$ cat config.mk
export PLATFORM = sky130hd
export DESIGN_NAME = icache_lookup
export DESIGN_NICKNAME = d
export VERILOG_FILES = /design/src/logic/icache_pkg.sv /design/src/logic/icache_lookup.sv
export SDC_FILE = /design/constraint.sdc
export NUM_CORES = 1
export LEC_CHECK = 0
export BUFFER_PORTS_ARGS = -buffer_cell sky130_fd_sc_hd__buf_2
export CAP_MARGIN = 20
export CORE_AREA = 2 2 310 312
export DETAILED_ROUTE_END_ITERATION = 12
export DIE_AREA = 0 0 312 314
export SKIP_LAST_GASP = 1
export SLEW_MARGIN = 20
export SYNTH_ARGS = -nofsm -noshare
export SYNTH_HDL_FRONTEND = slang
export SYNTH_SLANG_ARGS = --single-unit
export TNS_END_PERCENT = 10
$ cat constraint.sdc
create_clock -name vclk -period 4.8
set_input_delay 0.72 -clock vclk [all_inputs]
set_output_delay 0.72 -clock vclk [all_outputs]
set_load 0.02 [all_outputs]
$ cat src/logic/icache_pkg.sv
// icache shared definitions
// address split, array entry layouts and the memory-side request and return formats
package icache_pkg;

  //////////////////////////////////////////////////////////////////////
  // geometry
  //////////////////////////////////////////////////////////////////////

  localparam int unsigned PaddrWidth  = 32;
  localparam int unsigned LineBytes   = 16;
  localparam int unsigned NumSets     = 64;
  localparam int unsigned OffsetWidth = 4;
  localparam int unsigned IndexWidth  = 6;
  localparam int unsigned TagWidth    = 22;
  localparam int unsigned FetchWidth  = 32;
  localparam int unsigned LineWidth   = 128;

  // top address bit selects the uncached io region
  localparam int unsigned NcBit = 31;

  typedef logic [PaddrWidth-1:0] paddr_t;
  typedef logic [TagWidth-1:0]   tag_t;
  typedef logic [IndexWidth-1:0] index_t;
  typedef logic [LineWidth-1:0]  line_t;
  typedef logic [FetchWidth-1:0] fetch_t;

  // one tag array word, valid bit on top
  typedef struct packed {
    logic valid;
    tag_t tag;
  } tag_entry_t;

  //////////////////////////////////////////////////////////////////////
  // memory interface
  //////////////////////////////////////////////////////////////////////

  // fill acks and invalidations share the return channel
  typedef enum logic {
    RTRN_FILL = 1'b0,
    RTRN_INV  = 1'b1
  } rtrn_type_e;

  // way field only covers up to 4 ways
  typedef struct packed {
    index_t     idx;
    logic       all;
    logic       vld;
    logic [1:0] way;
  } inv_req_t;

  typedef struct packed {
    rtrn_type_e rtype;
    line_t      data;
    inv_req_t   inv;
  } mem_rtrn_t;

  // line address for cached misses, word address when nc is set
  typedef struct packed {
    paddr_t paddr;
    logic   nc;
  } mem_req_t;

endpackage

$ cat src/logic/icache_lookup.sv
// icache lookup
// tag compare for all ways, first hit encode and fetch word select
// from either the hit line or the line on the return channel
module icache_lookup #(
  parameter int unsigned NumWays = 4
) (
  input  logic                                      cmp_en_i,
  input  icache_pkg::tag_t                          tag_i,
  input  logic [icache_pkg::OffsetWidth-1:0]        offset_i,
  input  icache_pkg::tag_entry_t [NumWays-1:0]      tag_rdata_i,
  input  icache_pkg::line_t      [NumWays-1:0]      line_rdata_i,
  input  icache_pkg::line_t                         fill_line_i,
  output logic                                      hit_o,
  output logic [$clog2(NumWays)-1:0]                hit_way_o,
  output icache_pkg::fetch_t                        data_o
);

  localparam int unsigned WayWidth = $clog2(NumWays);

  logic [NumWays-1:0]                     way_hit;
  logic [icache_pkg::OffsetWidth-3:0]     word_idx;
  icache_pkg::line_t                      sel_line;

  // per way compare against the registered tag
  for (genvar i = 0; i < NumWays; i++) begin : gen_cmp
    assign way_hit[i] = tag_rdata_i[i].valid && (tag_rdata_i[i].tag == tag_i);
  end

  // lowest hitting way wins
  always_comb begin : p_hit_enc
    hit_way_o = '0;
    for (int i = NumWays - 1; i >= 0; i--) begin
      if (way_hit[i]) begin
        hit_way_o = WayWidth'(i);
      end
    end
  end

  assign hit_o = cmp_en_i && (|way_hit);

  // compare off means the word comes from the fill line
  // nc returns carry their word at its own offset in the line
  assign sel_line = cmp_en_i ? line_rdata_i[hit_way_o] : fill_line_i;
  assign word_idx = offset_i[icache_pkg::OffsetWidth-1:2];
  assign data_o   = sel_line[word_idx*icache_pkg::FetchWidth +: icache_pkg::FetchWidth];

  //////////////////////////////////////////////////////////////////////
  // checks
  //////////////////////////////////////////////////////////////////////

  // a line is never allocated twice in one set
  always_comb begin : p_hit_chk
    a_hit_onehot: assert final (!cmp_en_i || $onehot0(way_hit))
      else $error("icache_lookup: more than one way hit");
  end

endmodule

# Word level (Yosys, flattened, before mapping)
# Cells that the tools add are included.
[op_classes] n_eq_ne=4 n_reduce_logical=6 n_lt_le_gt_ge=1 n_mux=7 n_shift=1
[op_table] operator="binary-select mux 128 bit (select 2 bit)" count=1
[op_table] operator="2-to-1 mux 128 bit" count=2
[op_table] operator="variable part select 128 x 8 -> 32 bit" count=1
[op_table] operator="equality test 22 bit" count=4
[op_table] operator="2-to-1 mux 2 bit" count=4
[op_table] operator="logical AND 1 bit" count=5
[op_table] operator="OR reduction 4 bit" count=1
[op_table] operator="less-than comparator 2 x 3 -> 1 bit, second input constant" count=1
[word_totals] ff_bits=0 out_inout_bits=35 elab_cells=19 in_bits=759

# Longest topological paths before layout
[depth] ltp_word=10 depth_mapped=13 mapped_depth_nobuf=9

# Worst setup path before layout
# Ideal clock, no wire load.
[synth_timing] kind="input to output" start="input port tag_i[4]" end="output port data_o[10]" required_time_ns=4.080 arrival_ns=3.443 path_slack_ns=0.637 n_path_buf=3 cell_stages=11 cell_sequence="buf_6 -> xnor2_1 -> nand4_1 -> or4_4 -> a311oi_4 -> buf_4 -> buf_2 -> a22oi_1 -> o41ai_1 -> o22ai_1 -> a221oi_1"
[synth_via] elab_chain_cells=10 elab_cells_between_ends=16 cone_classes="4 x eq/ne; 1 x shift; 7 x mux; 4 x reduce/logical"
[synth_rtl] element="from (decl)" line_no="icache_lookup.sv:8" rtl="input icache_pkg::tag_t tag_i,"
[synth_rtl] element="equality test 22 bit" line_no="icache_lookup.sv:26" rtl="assign way_hit[i] = tag_rdata_i[i].valid && (tag_rdata_i[i].tag == tag_i);"
[synth_rtl] element="logical AND 1 bit" line_no="icache_lookup.sv:26"
[synth_rtl] element="2-to-1 mux 2 bit (3 in series)" line_no="icache_lookup.sv:33" rtl="if (way_hit[i]) begin"
[synth_rtl] element="2-to-1 mux 2 bit (*)" line_no="icache_lookup.sv:33"
[synth_rtl] element="binary-select mux 128 bit (select 2 bit) (*)" line_no="icache_lookup.sv:43" rtl="assign sel_line = cmp_en_i ? line_rdata_i[hit_way_o] : fill_line_i;"
[synth_rtl] element="2-to-1 mux 128 bit (not written as such) (*)" line_no="icache_lookup.sv:43"
[synth_rtl] element="2-to-1 mux 128 bit (*)" line_no="icache_lookup.sv:43"
[synth_rtl] element="variable part select 128 x 8 -> 32 bit (*)" line_no="icache_lookup.sv:45" rtl="assign data_o = sel_line[word_idx*icache_pkg::FetchWidth +: icache_pkg::FetchWidth];"
[synth_rtl] element="to (decl)" line_no="icache_lookup.sv:15" rtl="output icache_pkg::fetch_t data_o"
# Mark *: on every way between the ends. The rest lies on a longest branch, timed or not. The select of a mux whose other input is x is not followed.

# Worst setup path in the final report
[layout_timing] start="input port tag_i[12]" end="output port data_o[26]"
# The elaborated chain is that of the path after synthesis.

==> results.yml <==
floorplan:
  die_h_um: 314
  start_util_pct: 7.91
  fp.dieW_um: 312
  core_area_um2: 94400
  die-area_um2: 98000
  std_cell_rows: 113
  io_pins: 794
routing:
  totalWireLength_mm: 101
  drt-initial-drc-count: 1444
  drt_pass1_iterations: 6
  ant_nets: 0
  drc: 0
  wl_per_cell_um: 31.1
  dr_total_vias: 14400
  viasPerCell: 4.45
setup_path:
  crit_top_cell: "buf_4"
  crit_path_top_delay_cell: "nor2_4"
  arrival_ns: 4.05
  crit_type: "in -> out"
  crit_path_end_kind: "output port"
  crit_required_ns: 4.08
  setup.worst_path.start_class: "input port"
  max_stage_delay_ns: 0.74
  cp-startpoint: "tag_i[12]"
  critical_path.max_fanout: 14
  worstPathCellList: "buf_2, buf_4, buf_4, xnor2_1, and4_1, and3_2, buf_12, buf_4, nor2_4, nand2_1, a21oi_1, or4_1, buf_2"
pwr:
  power.leakage_uw: 0.00650
  vdd_ir_drop_max_v: 0.0000481
  finalPower_uw: 1090
  powerDensity_nw_per_um2: 74.8
final_layout:
  final.clkbuf_count: 0
  nFlopsAndLatches: 0
  drive_gt1_share_pct: 53.8
  num-nets-final: 2682
  area.sequential_um2: 0
  syn_to_final_growth_pct: 94.2
logic_synthesis:
  syn-cell-area_um2: 7470
  synth_cells: 1073
  syn_nets: 1832
  synth.distinct_cells: 67
  yosysSeqAreaShare_pct: 0
  ys_warn_count: 0
  syn-mean-instance-area_um2: 6.96
hold_path:
  holdCritPathClass: "in -> out"
  hold_start: "fill_line_i[119]"
  holdPathStages: 4
  hold_path_end: "data_o[23]"
timing:
  worst_hold_slack_ns: 1.86
  hold_viol_final: 0
  max_freq_mhz: 210
  tns_ns: 0
  finalCritPeriodShare_pct: 99.3
  min_period_ns: 4.77
  worstMarginPinSlew_ns: 1.10
  rsz0062_at_grt: "true"
  maxSlewViolCount: 0
  maxSlewHeadroom_pct: 26.1
  final-setup-viol-count: 0
grt:
  grt_max_degree: 53
  grt_pass1_vias: 13900
  antenna_found_initial: 137
  grt_overflow_total: 0
  grt_pass1_wl_mm: 127
  grt_util_all_layers_pct: 19.3
run:
  max_cap_violations: 0
place:
  place_congestion: 0.988
  hpwlAfterDp_mm: 88.5
  portBuffers: 792
status:
  status: "finished, final reports clean"
[how the worst max path moves through the flow]
stage,end,slack (ns)
after floorplan,data_o[10],0.64
after detailed placement,data_o[2],-0.41
after global routing,data_o[30],-0.05
final,data_o[26],0.03
after global placement,data_o[2],-0.40
after CTS,data_o[25],-0.04
[placed cells by master (no fill, tap or decap), types with 5 or more instances in the layout]
cell type | synthesis | final
buf_12 | 0 | 26
o221ai_1 | 6 | 6
o221a_2 | 6 | 6
and4_1 | 7 | 7
o211ai_1 | 47 | 47
o32a_1 | 13 | 13
o41ai_1 | 39 | 38
inv_1 | 32 | 32
mux2i_1 | 56 | 56
buf_6 | 3 | 6
a21oi_1 | 21 | 21
a221o_1 | 19 | 19
diode_2 | 0 | 52
mux2_2 | 7 | 7
or4_1 | 13 | 13
nand2_1 | 35 | 35
buf_4 | 2 | 152
a22oi_1 | 69 | 68
nor4_1 | 26 | 25
a22o_1 | 14 | 14
o22a_1 | 16 | 16
nor2_1 | 71 | 66
nor4b_1 | 5 | 5
o21ai_0 | 49 | 47
xor2_1 | 26 | 26
a211oi_1 | 41 | 41
nor2b_1 | 16 | 16
o31ai_1 | 6 | 6
a31oi_1 | 16 | 12
buf_2 | 36 | 789
nand3_1 | 13 | 9
o221a_1 | 7 | 7
a221oi_1 | 59 | 59
xnor2_1 | 64 | 61
nand4_1 | 55 | 55
o22ai_1 | 28 | 28
o2111ai_1 | 17 | 17
[cells by family after synthesis]
family | Yosys count | synth area share, %
AOI/OAI and AO/OA | 489 | 51.4
xor gates and xnor gates | 91 | 10.8
buffers and inverters | 163 | 9.24
muxes | 67 | 9.16
and+or+nand+nor | 263 | 19.4
[cell usage after synthesis (all sizes together) (17+ instances only)]
master	number	share of area (%)
clkbuf	77	3.9
nor2	71	3.6
a22oi	69	6.9
xnor2	65	7.7
a221oi	59	6.9
mux2i	56	7.5
nand4	55	4.6
o21ai	51	3.6
buf	50	3.5
o211ai	48	4.9
a211oi	43	4.7
o41ai	39	4.6
nand2	36	1.8
inv	34	1.7
o22ai	29	2.6
nor4	27	2.3
xor2	26	3.0
a21oi	21	1.4
a221o	19	2.5
o2111ai	17	2.0
[through the flow]
step	instance area [um2]	setup WS [ns]	cells	utilization (%)
CTS	14300	-0.0380	3182	15.1
floorplan	7470	0.637	1073	-
global placement	14200	-0.401	3180	15.0
finish	14500	0.0340	3238	15.4
detailed placement	14200	-0.412	3180	15.0
global route	14500	-0.0465	3216	15.3
[area by class of cell]
| type | instances | area [um2] |
|---|---|---|
| Multi-Input combinational cell | 910 | 6940 |
| Fill cell | 11100 | 79900 |
| Inverter | 36 | 138 |
| Antenna cell | 52 | 130 |
| Timing Repair Buffer | 975 | 5710 |
| Tap cell | 1265 | 1580 |
[report_power, final]
part	total (uW)	internal (uW)	leakage [uW]	switching, uW
Combinational	1090	486	0.00650	599
Clock	0.00124	0.00124	0.000000322	0
Sequential	0	0	0	0
Total	1090	486	0.00650	599
[what timing repair did]
action / 4_1_cts / 5_1_grt
hold buffers: 0 / 0
pin swaps: 2 / 5
buffers inserted: 2 / 4
endpoints found under the setup margin: 17 / 28
resized for setup: 7 / 19
[metal layers]
layer | track usage [%] | wire (um)
met4 | 5.47 | 3940
met2 | 30.2 | 43300
met3 | 7.07 | 10600
met1 | 24.6 | 42500
met5 | 0 | 459
[critical path, delay by kind of cell]
| kind | cells | cell delay, ns |
|---|---|---|
| simple gates | 5 | 1.63 |
| buf+inv | 6 | 0.94 |
| compound gates | 1 | 0.57 |
| xor+xnor | 1 | 0.13 |
No activity file was read; power rests on OpenSTA's default activity.
