File: src/logic/icache_repl.sv
// icache replacement
// lowest invalid way first, pseudo random way from an 8 bit lfsr once the set is full
module icache_repl #(
  parameter int unsigned NumWays = 4
) (
  input  logic                       clk_i,
  input  logic                       rst_ni,
  input  logic [NumWays-1:0]         vld_rdata_i,
  input  logic                       update_i,
  input  logic                       sample_i,
  output logic [NumWays-1:0]         repl_oh_o,
  output logic [$clog2(NumWays)-1:0] repl_way_o
);

  localparam int unsigned WayWidth = $clog2(NumWays);

  logic [7:0]          lfsr_q;
  logic                all_valid;
  logic [WayWidth-1:0] inv_way;
  logic [WayWidth-1:0] pick_way;
  logic [NumWays-1:0]  repl_oh_d;

  // first free way, scanning from the top so the lowest one sticks
  always_comb begin : p_free_way
    inv_way = '0;
    for (int i = NumWays - 1; i >= 0; i--) begin
      if (!vld_rdata_i[i]) begin
        inv_way = WayWidth'(i);
      end
    end
  end

  assign all_valid = &vld_rdata_i;
  assign pick_way  = all_valid ? lfsr_q[WayWidth-1:0] : inv_way;

  // candidate follows the lookup while sampling, else hold
  assign repl_oh_d = sample_i ? (NumWays'(1) << pick_way) : repl_oh_o;

  // binary of the way the fill will land in
  always_comb begin : p_way_enc
    repl_way_o = '0;
    for (int i = 0; i < NumWays; i++) begin
      if (repl_oh_d[i]) begin
        repl_way_o = WayWidth'(i);
      end
    end
  end

  // taps 8,6,5,4, advanced once per fill
  always_ff @(posedge clk_i or negedge rst_ni) begin : p_regs
    if (!rst_ni) begin
      lfsr_q    <= 8'hb5;
      repl_oh_o <= '0;
    end else begin
      if (update_i) begin
        lfsr_q <= {lfsr_q[6:0], lfsr_q[7] ^ lfsr_q[5] ^ lfsr_q[4] ^ lfsr_q[3]};
      end
      repl_oh_o <= repl_oh_d;
    end
  end

endmodule

File: config.mk
export PLATFORM = sky130hd
export DESIGN_NAME = icache_repl
export DESIGN_NICKNAME = d
export VERILOG_FILES = /design/src/logic/icache_repl.sv
export SDC_FILE = /design/constraint.sdc
export NUM_CORES = 1
export LEC_CHECK = 0
export BUFFER_PORTS_ARGS = -buffer_cell sky130_fd_sc_hd__buf_4
export CAP_MARGIN = 0
export CORE_MARGIN = 10
export CORE_UTILIZATION = 44
export DETAILED_ROUTE_END_ITERATION = 12
export GPL_ROUTABILITY_DRIVEN = 0
export GPL_TIMING_DRIVEN = 0
export PLACE_DENSITY = 0.7
export SYNTH_ARGS = -nofsm -noshare
export SYNTH_HDL_FRONTEND = slang
export SYNTH_SLANG_ARGS = --single-unit
File: constraint.sdc
create_clock -name clk_i -period 1.2 [get_ports clk_i]
set_clock_uncertainty 0.1 [all_clocks]
set_input_delay 0 -clock clk_i [delete_from_list [all_inputs] [get_ports clk_i]]
set_output_delay 0 -clock clk_i [all_outputs]
set_load 0.02 [all_outputs]
# Yosys cells after proc, flatten, opt, wreduce, memory -nomap -nowiden
# Cells that the tools add are included.
# totals
reg_bits,12
input_bits,8
elab_cells,17
# op_classes
shift,1
mux,9
n_bitwise,3
reduce_logical,1
# op_table
cell,n
two-way mux 2 bit,7
two-way mux 4 bit,1
AND reduction 4 bit,1
<< shifter 1 x 2 -> 4 bit (first input constant),1
XOR 1 bit,3
two-way mux 1 bit,1

# Depth between registers and ports, before layout
# Gate-level depths: netlist (run 1).
# depth
ltp_word,10
mapped_depth,3
mapped_depth_nobuf,3

# Worst setup path after synthesis (run 1)
# Ideal clock, no wire load.
# synth_timing
path_type,reg2out
from,register lfsr_q[0]
to,output port repl_way_o[0]
arrival_time_ns,1.312
required_ns,1.100
setup_slack_ns,-0.212
stages_incl_launch_ff,4
path_buffers,0
cell_sequence,dfstp_2 > nor2b_4 > o21a_1 > o31ai_1
# synth_between
elab_chain_cells,6
# synth_rtl
item,line_no,rtl
start: declaration,17,logic [7:0] lfsr_q;
start signal: assignment,56,"lfsr_q <= {lfsr_q[6:0], lfsr_q[7] ^ lfsr_q[5] ^ lfsr_q[4] ^ lfsr_q[3]};"
two-way mux 2 bit (*),34,assign pick_way = all_valid ? lfsr_q[WayWidth-1:0] : inv_way;
<< shifter 1 x 2 -> 4 bit (*),37,assign repl_oh_d = sample_i ? (NumWays'(1) << pick_way) : repl_oh_o;
two-way mux 4 bit (*),37,
two-way mux 1 bit,43,if (repl_oh_d[i]) begin
two-way mux 2 bit,43,
two-way mux 2 bit (*),43,
end: declaration,12,output logic [$clog2(NumWays)-1:0] repl_way_o
# Mark *: on every way between the ends. The rest lies on a longest branch, timed or not.

# Final worst setup path (run 1)
# Same ends and word-level chain as after synthesis.

==> impl_metrics.py, run 1 <==
metrics = {
    "routing": {
        "vias": 503,
        "viasPerCell": 5.19,
        "first_iter_violations": 17,
        "drt-wirelength-per-cell_um": 14.4,
        "drcViolationCount": 0,
        "finalWirelength_um": 1400,
        "drtAntennaViolNets": 0,
        "drt_pass1_iterations": 4,
    },
    "synthesis": {
        "yosys.area_share.simple_pct": 10.7,
        "syn_nets": 57,
        "synth_top_area_share_pct": 29.9,
        "yosys.area.top_type": "dfrtp_1",
        "synth_fa_ha_area_share_pct": 0,
        "synthArstFlopShare_pct": 100,
        "seq_area_frac_synth_pct": 52.4,
        "ys.flop_type": "dfrtp_1",
        "syn_area_um2": 586,
        "synthMuxAreaShare_pct": 13.5,
        "synth_area_per_cell_um2": 12.0,
        "ys_ff_latch": 12,
        "yosysWarnings": 0,
        "yosysUniqueCellTypes": 24,
        "synth-edff-count": 0,
        "synth_compound_gate_area_share_pct": 15.6,
        "synth_top_family_by_area": "compound AO/OA/AOI/OAI gates",
        "synth_area_leaders": "dfrtp_1 (30%), dfstp_2 (22%), mux2_2 (13%)",
        "syn_inst": 49,
        "synth-xor-area-share_pct": 4.49,
    },
    "worst_setup_path": {
        "r2r-start": "lfsr_q[0]$_DFFE_PN1P_",
        "critPathArrivalTime_ns": 1.38,
        "cp-end-kind": "output port",
        "worst_path_max_delay_cell": "dfstp_2",
        "cp.buffers_inverters": 1,
        "crit_fanout": 2,
        "worstPathCellList": "nor2b_4, o21a_4, o31ai_4, buf_6",
        "cp.required_ns": 1.10,
        "cp_top_family": "flip-flops",
        "cpPeakStageDelay_ns": 0.55,
        "start_kind": "flop",
        "critical_path_class": "flop to output port",
        "crit_start": "lfsr_q[0]$_DFFE_PN1P_",
    },
    "global_routing": {
        "gr-usage-all-layers_pct": 9.39,
        "grt_antenna_before_repair": 0,
        "grt_max_degree": 10,
        "grt_pass1_wl_um": 2460,
        "grt.overflow.total": 0,
        "first_global_vias": 511,
    },
    "outcome": {
        "status": "complete, but fails checks",
        "failed_checks": "negative setup slack",
    },
    "timing": {
        "rsz0062_at_grt": "yes",
        "period_needed_ns": 1.48,
        "hold_viol": 0,
        "min_period_over_period_pct": 123,
        "setup_viol": 6,
        "timing.slew.headroom_pct": 77.8,
        "drv_slew": 0,
        "setup_ws_ns": -0.281,
        "fmax_mhz": 675,
        "timing.setup.tns_ns": -1.02,
        "worst_pin_slew_ns": 0.332,
    },
    "floorplanning": {
        "ios": 14,
        "floorplan.initialDensity_pct": 45.6,
        "core_mm2": 0.00128,
        "die_area_mm2": 0.00319,
        "die_w_um": 56.5,
        "die_height_um": 56.5,
        "fp-row-count": 13,
    },
    "place": {
        "pre_cts_ws_ns": -0.0773,
        "dp.final_hpwl_um": 815,
        "place.port_buffers": 12,
    },
    "cts": {
        "clkLatencyLatePin_ns": 0.27,
        "numCtsBuffers": 3,
        "clkSlewWorstSetupHoldPaths_ns": 0.06,
        "cts-root-buf": "clkbuf_4",
        "clk_path_buf_depth": 2,
        "cts_tree": "done",
        "cts_sinks": 12,
        "cts_max_level": 1,
    },
    "pwr": {
        "ir_worst_vdd_v": 0.000970,
        "p_leak_nw": 0.404,
        "power_density_mw_per_mm2": 1750,
    },
    "cells_and_area": {
        "area_delta_synth_final_pct": 57.7,
        "final.fill_count": 89,
        "fin_nets": 91,
        "final_common_cell": "buf_4",
        "drive_gt1_share_pct": 53.7,
        "final_cell_mix": "buf_4 (17), dlygate4sd3_1 (8), mux2_2 (7), dfrtp_1 (7), dfstp_2 (5)",
        "antenna_cells": 0,
    },
    "job": {
        "maxCapViolations": 0,
    },
    "worst_hold_path": {
        "hold_start": "sample_i",
        "hp-class": "input pin to flop",
    },
}
[state kept, by name (all words and copies together) (netlist names)]
register	count
repl_oh_o	4
lfsr_q	8
[final timing paths]
kind / slack (ns) / cells past startpoint / end
min reg2reg: 0.39 / 2 / repl_oh_o[0]$_DFFE_PN0P_
max in group asynchronous: 0.10 / 3 / repl_oh_o[0]$_DFFE_PN0P_
min in group asynchronous: 0.13 / 2 / lfsr_q[5]$_DFFE_PN1P_
max: -0.28 / 4 / repl_way_o[0]
min: 0.04 / 4 / repl_oh_o[0]$_DFFE_PN0P_
max reg2reg: -0.25 / 5 / repl_oh_o[3]$_DFF_PN0_
[power by group]
group / internal (mW) / leakage, nW / switching, mW
registers: 0.618 / 0.139 / 0.101
clock network: 0.129 / 0.0150 / 0.126
logic: 0.402 / 0.250 / 0.240
[worst min-delay path, stage by stage]
cell,delay (ns)
buf_4,0.09
inv_1,0.13
nand2_1,0.09
o21ai_1,0.05
[area by class of cell]
| type | count | area, µm² | area share, % |
|---|---|---|---|
| flip-flops and latches | 12 | 307 | 33.2 |
| clock buffers | 4 | 26.3 | 2.85 |
| repair buffers | 29 | 253 | 27.4 |
| inverters | 4 | 15.0 | 1.63 |
| well taps | 15 | 18.8 | 2.03 |
| plain buffers | 1 | 5.00 | 0.542 |
| multi-input cells | 32 | 299 | 32.4 |
[cell families after synthesis]
kind of cell	count (synthesis)
AOI/OAI and AO/OA	12
DFF	12
and+or+nand+nor	10
muxes	7
buffers and inverters	5
xor gates and xnor gates	3
[per-layer routing]
layer | up-vias | GRT usage (%) | part of all wire (%)
li1 | 247 | - | -
met1 | 233 | 11.6 | 46
met2 | 18 | 13.9 | 46
met3 | 5 | 2.25 | 5.1
met4 | 0 | 6.19 | 2.6
met5 | - | 0 | 0
[cells in the mapped netlist (2+ instances only)]
cell and n:
dfstp_2 5, mux2_2 7, nand2_1 2, inv_1 4, xnor2_1 3, dfrtp_1 7, o21ai_0 3, nor2_1 2
[metrics by stage]
stage / hold WS, ns / instance area, µm² / utilization (%) / power [mW] / cells
2_1_floorplan: -0.396 / 599 / - / 1.09 / 49
3_3_place_gp: -0.258 / 708 / 55.1 / 1.20 / 76
3_5_place_dp: -0.256 / 708 / 55.1 / 1.21 / 76
4_1_cts: 0.0175 / 890 / 69.2 / 1.59 / 95
5_1_grt: 0.0683 / 923 / 71.9 / 1.73 / 97
6_report: 0.0427 / 923 / 71.9 / 1.62 / 97
[timing repair]
action	in CTS	in global routing
gates resized for setup	4	5
pin swaps	4	1
hold endpoints to repair	17	0
hold buffers	8	0
buffers inserted	7	2
endpoints found under the setup margin	3	6
Power figures use the tool's default switching activity.
==> run 2: changes to the inputs <==
CELL_PAD_IN_SITES_DETAIL_PLACEMENT = 1   (was unset)
CELL_PAD_IN_SITES_GLOBAL_PLACEMENT = 1   (was unset)
CORE_UTILIZATION = 35   (was 44)
PLACE_DENSITY = 0.69   (was 0.7)
==> run 2 against run 1 <==
Effect of this change:
- the run still ends with negative setup slack left
- global-route usage is 1.0 points lower
- clock power rose by 25%
- maximum frequency is 2.1% lower
- largest cell class unchanged
==> impl_metrics.py, run 2 (synthesis results as in run 1) <==
metrics = {
    "floorplanning": {
        "ios": 14,
        "die_w_um": 60.9,
        "die_height_um": 60.9,
        "die_area_mm2": 0.00371,
        "floorplan.initialDensity_pct": 38.0,
        "core_mm2": 0.00154,
        "fp-row-count": 14,
    },
    "timing": {
        "min_period_over_period_pct": 126,
        "setup_ws_ns": -0.313,
        "rsz0062_at_grt": "yes",
        "fmax_mhz": 661,
        "setup_viol": 6,
        "fin_hold_ws_ns": 0.0477,
        "hold_viol": 0,
        "period_needed_ns": 1.51,
        "timing.slew.headroom_pct": 74.5,
        "drv_slew": 0,
        "worst_pin_slew_ns": 0.382,
    },
    "worst_hold_path": {
        "hold_depth": 4,
        "hp-class": "input pin to flop",
    },
    "worst_setup_path": {
        "critical_path_class": "flop to output port",
        "r2r_cells": 4,
        "start_kind": "flop",
        "critPathArrivalTime_ns": 1.41,
        "cp-end-kind": "output port",
        "cp.required_ns": 1.10,
        "crit_fanout": 3,
        "rrSetupSlack_ns": -0.13,
    },
    "cts": {
        "clkSlewWorstSetupHoldPaths_ns": 0.07,
        "cts_max_level": 1,
        "cts_tree": "done",
        "numCtsBuffers": 3,
        "cts-root-buf": "clkbuf_4",
        "cts_sinks": 12,
        "clk_path_buf_depth": 2,
        "clkLatencyLatePin_ns": 0.27,
    },
    "routing": {
        "first_iter_violations": 1,
        "viasPerCell": 5.17,
        "drcViolationCount": 0,
        "drt_pass1_iterations": 2,
        "finalWirelength_um": 1410,
        "vias": 476,
        "drtAntennaViolNets": 0,
        "drt-wirelength-per-cell_um": 15.3,
    },
    "pwr": {
        "seq_power_share_pct": 45.0,
        "finalPower_mw": 1.61,
        "cell_internal_pwr_mw": 1.15,
        "p_leak_nw": 0.386,
        "ir_worst_vdd_v": 0.00107,
        "combPwrFrac_pct": 35.2,
        "p_sw_share_pct": 29.0,
        "power.share.clock_pct": 19.8,
        "power_density_mw_per_mm2": 1860,
        "netSwitchingPower_mw": 0.468,
    },
    "cells_and_area": {
        "area_delta_synth_final_pct": 48.5,
        "final_cell_mix": "buf_4 (15), mux2_2 (7), dfrtp_1 (7), dlygate4sd3_1 (6), dfstp_2 (5)",
        "fin_nets": 85,
        "final_cell_area_um2": 870,
        "top_register": "lfsr_q",
        "final_common_cell": "buf_4",
        "largest_reg_flops": 8,
        "antenna_cells": 0,
        "drive_gt1_share_pct": 53.9,
        "instances_no_fill": 92,
        "top_regs": "lfsr_q x8, repl_oh_o x4",
    },
    "place": {
        "place.port_buffers": 12,
        "placed_cell_area_um2": 709,
        "dp_cells": 77,
        "dp.final_hpwl_um": 933,
        "pre_cts_ws_ns": -0.0732,
    },
    "global_routing": {
        "grt_antenna_before_repair": 0,
        "first_global_vias": 538,
        "gr-usage-all-layers_pct": 8.35,
        "grt_pass1_wl_um": 2400,
        "grt.overflow.total": 0,
        "grt_max_degree": 10,
    },
    "outcome": {
        "failed_checks": "negative setup slack",
        "status": "complete, but fails checks",
    },
    "job": {
        "maxCapViolations": 0,
    },
}
==> run 2: path summary, 6_finish.rpt <==
path | startpoint | endpoint
hold / removal | sample_i | repl_oh_o[0]$_DFFE_PN0P_
setup reg to reg | lfsr_q[0]$_DFFE_PN1P_ | repl_oh_o[3]$_DFF_PN0_
min in group asynchronous | rst_ni | lfsr_q[4]$_DFFE_PN1P_
setup / recovery | lfsr_q[0]$_DFFE_PN1P_ | repl_way_o[0]
hold reg to reg | lfsr_q[6]$_DFFE_PN0P_ | lfsr_q[6]$_DFFE_PN0P_
max in group asynchronous | rst_ni | lfsr_q[3]$_DFFE_PN0P_
==> run 2: power groups by stage <==
stage               Combinational, mW  Sequential [mW]  Clock [mW]
floorplan                       0.361            0.728           0
global placement                0.471            0.737           0
detailed placement              0.481            0.741           0
CTS                             0.568            0.727       0.333
global route                    0.621            0.744       0.357
finish                          0.568            0.726       0.319
==> run 2: critical path: stages, from the launching register on <==
cell and delay [ns]:
dfstp_2 0.57, nor2b_4 0.05, o21a_1 0.20, o31ai_4 0.18, buf_6 0.14
==> run 2: layout make-up <==
class,count,area [µm²]
Sequential cell,12,307
Clock buffer,4,36.3
Tap cell,16,20.0
Buffer,1,5.00
Inverter,4,15.0
Multi-Input combinational cell,32,290
Fill cell,166,672
Timing Repair Buffer,23,196
==> run 2: metrics by stage <==
step	utilization [%]	TNS [ns]
floorplan	-	-0.00691
global placement	46.0	-0.107
detailed placement	46.0	-0.127
CTS	55.8	-0.756
global route	56.4	-1.22
finish	56.4	-0.748
==> run 2: per-layer routing <==
metal	track usage [%]	share of wire, %	vias to the layer above	wire length [µm]
li1	-	-	232	-
met1	9.51	44	224	615
met2	12.4	43	14	610
met3	4.18	10	6	146
met4	4.70	2.5	0	35
met5	0	0	-	0
==> run 2: timing repair <==
item / in CTS / in global routing
hold buffers: 7 / 0
buffers inserted: 5 / 0
pin swaps: 4 / 0
endpoints found under the setup margin: 4 / 13
hold endpoints to repair: 17 / 0
cloned: 0 / 0
gates resized for setup: 4 / 2
==> run 3: changes to the inputs <==
RECOVER_POWER = 100   (was unset)
==> run 3 against run 2 <==
Effect of this change:
- the run still ends with negative setup slack left
- register-to-register slack is essentially flat
- sequential cell count did not move
- maximum frequency hardly changed
- sequential power is 0.8% lower
- wire length down 0.14%
- power decreased by 1.1%
- core utilization decreased by 1.4 points
- worst setup slack worse by 0.00072 ns
- final area shrank 2.4%
- critical path depth unchanged
- cell count stayed put
==> impl_metrics.py, run 3 (synthesis results as in run 1) <==
metrics = {
    "outcome": {
        "status": "complete, but fails checks",
        "failed_checks": "negative setup slack",
    },
    "pwr": {
        "finalPower_mw": 1.60,
        "power_density_mw_per_mm2": 1880,
        "combPwrFrac_pct": 34.8,
        "p_leak_nw": 0.357,
        "seq_power_share_pct": 45.1,
        "power.share.clock_pct": 20.0,
        "ir_worst_vdd_v": 0.00107,
        "cell_internal_pwr_mw": 1.13,
        "netSwitchingPower_mw": 0.468,
        "p_sw_share_pct": 29.3,
    },
    "timing": {
        "rsz0062_at_grt": "yes",
        "min_period_over_period_pct": 126,
        "timing.slew.headroom_pct": 74.6,
        "fmax_mhz": 661,
        "fin_hold_ws_ns": 0.0448,
        "worst_pin_slew_ns": 0.381,
        "hold_viol": 0,
        "period_needed_ns": 1.51,
        "setup_ws_ns": -0.314,
        "setup_viol": 6,
        "drv_slew": 0,
    },
    "floorplanning": {
        "floorplan.initialDensity_pct": 38.0,
        "die_area_mm2": 0.00371,
        "die_height_um": 60.9,
        "core_mm2": 0.00154,
        "fp-row-count": 14,
        "ios": 14,
        "die_w_um": 60.9,
    },
    "routing": {
        "finalWirelength_um": 1410,
        "drcViolationCount": 0,
        "drtAntennaViolNets": 0,
        "viasPerCell": 5.18,
        "drt_pass1_iterations": 2,
        "first_iter_violations": 1,
        "vias": 477,
        "drt-wirelength-per-cell_um": 15.3,
    },
    "cts": {
        "cts_max_level": 1,
        "cts-root-buf": "clkbuf_4",
        "clk_path_buf_depth": 2,
        "clkLatencyLatePin_ns": 0.27,
        "cts_sinks": 12,
        "cts_tree": "done",
        "clkSlewWorstSetupHoldPaths_ns": 0.07,
        "numCtsBuffers": 3,
    },
    "global_routing": {
        "grt_pass1_wl_um": 2400,
        "gr-usage-all-layers_pct": 8.35,
        "first_global_vias": 538,
        "grt_max_degree": 10,
        "grt.overflow.total": 0,
        "grt_antenna_before_repair": 0,
    },
    "cells_and_area": {
        "final_common_cell": "buf_4",
        "top_register": "lfsr_q",
        "largest_reg_flops": 8,
        "final_cell_area_um2": 848,
        "area_delta_synth_final_pct": 44.9,
        "final_cell_mix": "buf_4 (10), mux2_2 (7), dfrtp_1 (7), dlygate4sd3_1 (6), clkbuf_1 (5)",
        "top_regs": "lfsr_q x8, repl_oh_o x4",
        "final.fill_count": 170,
        "fin_nets": 85,
        "drive_gt1_share_pct": 46.1,
        "antenna_cells": 0,
    },
    "worst_setup_path": {
        "cp.required_ns": 1.10,
        "r2r_cells": 4,
        "start_kind": "flop",
        "crit_fanout": 3,
        "critPathArrivalTime_ns": 1.41,
        "cp-end-kind": "output port",
        "critical_path_class": "flop to output port",
    },
    "place": {
        "place.port_buffers": 12,
        "placed_cell_area_um2": 709,
        "dp.final_hpwl_um": 933,
    },
    "worst_hold_path": {
        "hp-class": "input pin to flop",
        "hold_depth": 4,
    },
    "job": {
        "maxCapViolations": 0,
    },
}
run 3: power by group through the flow:
stage	Clock, mW	Combinational (mW)	Sequential, mW
4_1_cts	0.333	0.568	0.727
6_report	0.320	0.556	0.720
3_5_place_dp	0	0.481	0.741
5_1_grt	0.357	0.608	0.738
3_3_place_gp	0	0.471	0.737
2_1_floorplan	0	0.361	0.728
run 3: timing repair:
action / in CTS / in global routing
endpoints found under the hold margin: 17 / 0
buffers inserted: 5 / 0
endpoints found under the setup margin: 4 / 13
pin swaps: 4 / 0
hold buffers: 7 / 0
gates resized for setup: 4 / 2
run 3: worst max-delay path, stage by stage, from the launching register on:
cell,delay (ns)
dfstp_2,0.57
nor2b_4,0.05
o21a_1,0.20
o31ai_4,0.18
buf_6,0.14
run 3: area by class of cell:
cell class | count | area, µm² | share of cell area, %
Sequential cell | 12 | 307 | 36.1
Multi-Input combinational cell | 32 | 290 | 34.2
Timing Repair Buffer | 23 | 175 | 20.6
Clock buffer | 4 | 36.3 | 4.28
Tap cell | 16 | 20.0 | 2.36
Inverter | 4 | 15.0 | 1.77
Buffer | 1 | 5.00 | 0.590
run 3: path summary, 6_finish.rpt:
kind,from,slack [ns],to
worst max-delay path,lfsr_q[0]$_DFFE_PN1P_,-0.31,repl_way_o[0]
worst min-delay path,sample_i,0.04,repl_oh_o[0]$_DFFE_PN0P_
worst min register to register,lfsr_q[6]$_DFFE_PN0P_,0.41,lfsr_q[6]$_DFFE_PN0P_
worst max register to register,lfsr_q[0]$_DFFE_PN1P_,-0.13,repl_oh_o[3]$_DFF_PN0_
min in group asynchronous,rst_ni,0.30,lfsr_q[5]$_DFFE_PN1P_
max in group asynchronous,rst_ni,0.16,repl_oh_o[1]$_DFF_PN0_
run 3: through the flow:
stage | instances | TNS, ns | worst slack (ns) | util [%]
after floorplan | 49 | -0.00691 | -0.00691 | -
after global placement | 77 | -0.107 | -0.0650 | 46.0
after detailed placement | 77 | -0.127 | -0.0732 | 46.0
after CTS | 92 | -0.756 | -0.336 | 55.8
after global routing | 92 | -1.22 | -0.369 | 55.0
final | 92 | -0.752 | -0.314 | 55.0
run 3: metal layers:
| metal | global-route usage, % | share of wire, % | vias up | routed length (µm) |
|---|---|---|---|---|
| met5 | 0 | 0 | - | 0 |
| li1 | - | - | 232 | - |
| met4 | 4.70 | 2.5 | 0 | 35 |
| met1 | 9.51 | 44 | 225 | 614 |
| met3 | 4.18 | 11 | 6 | 149 |
| met2 | 12.4 | 43 | 14 | 606 |
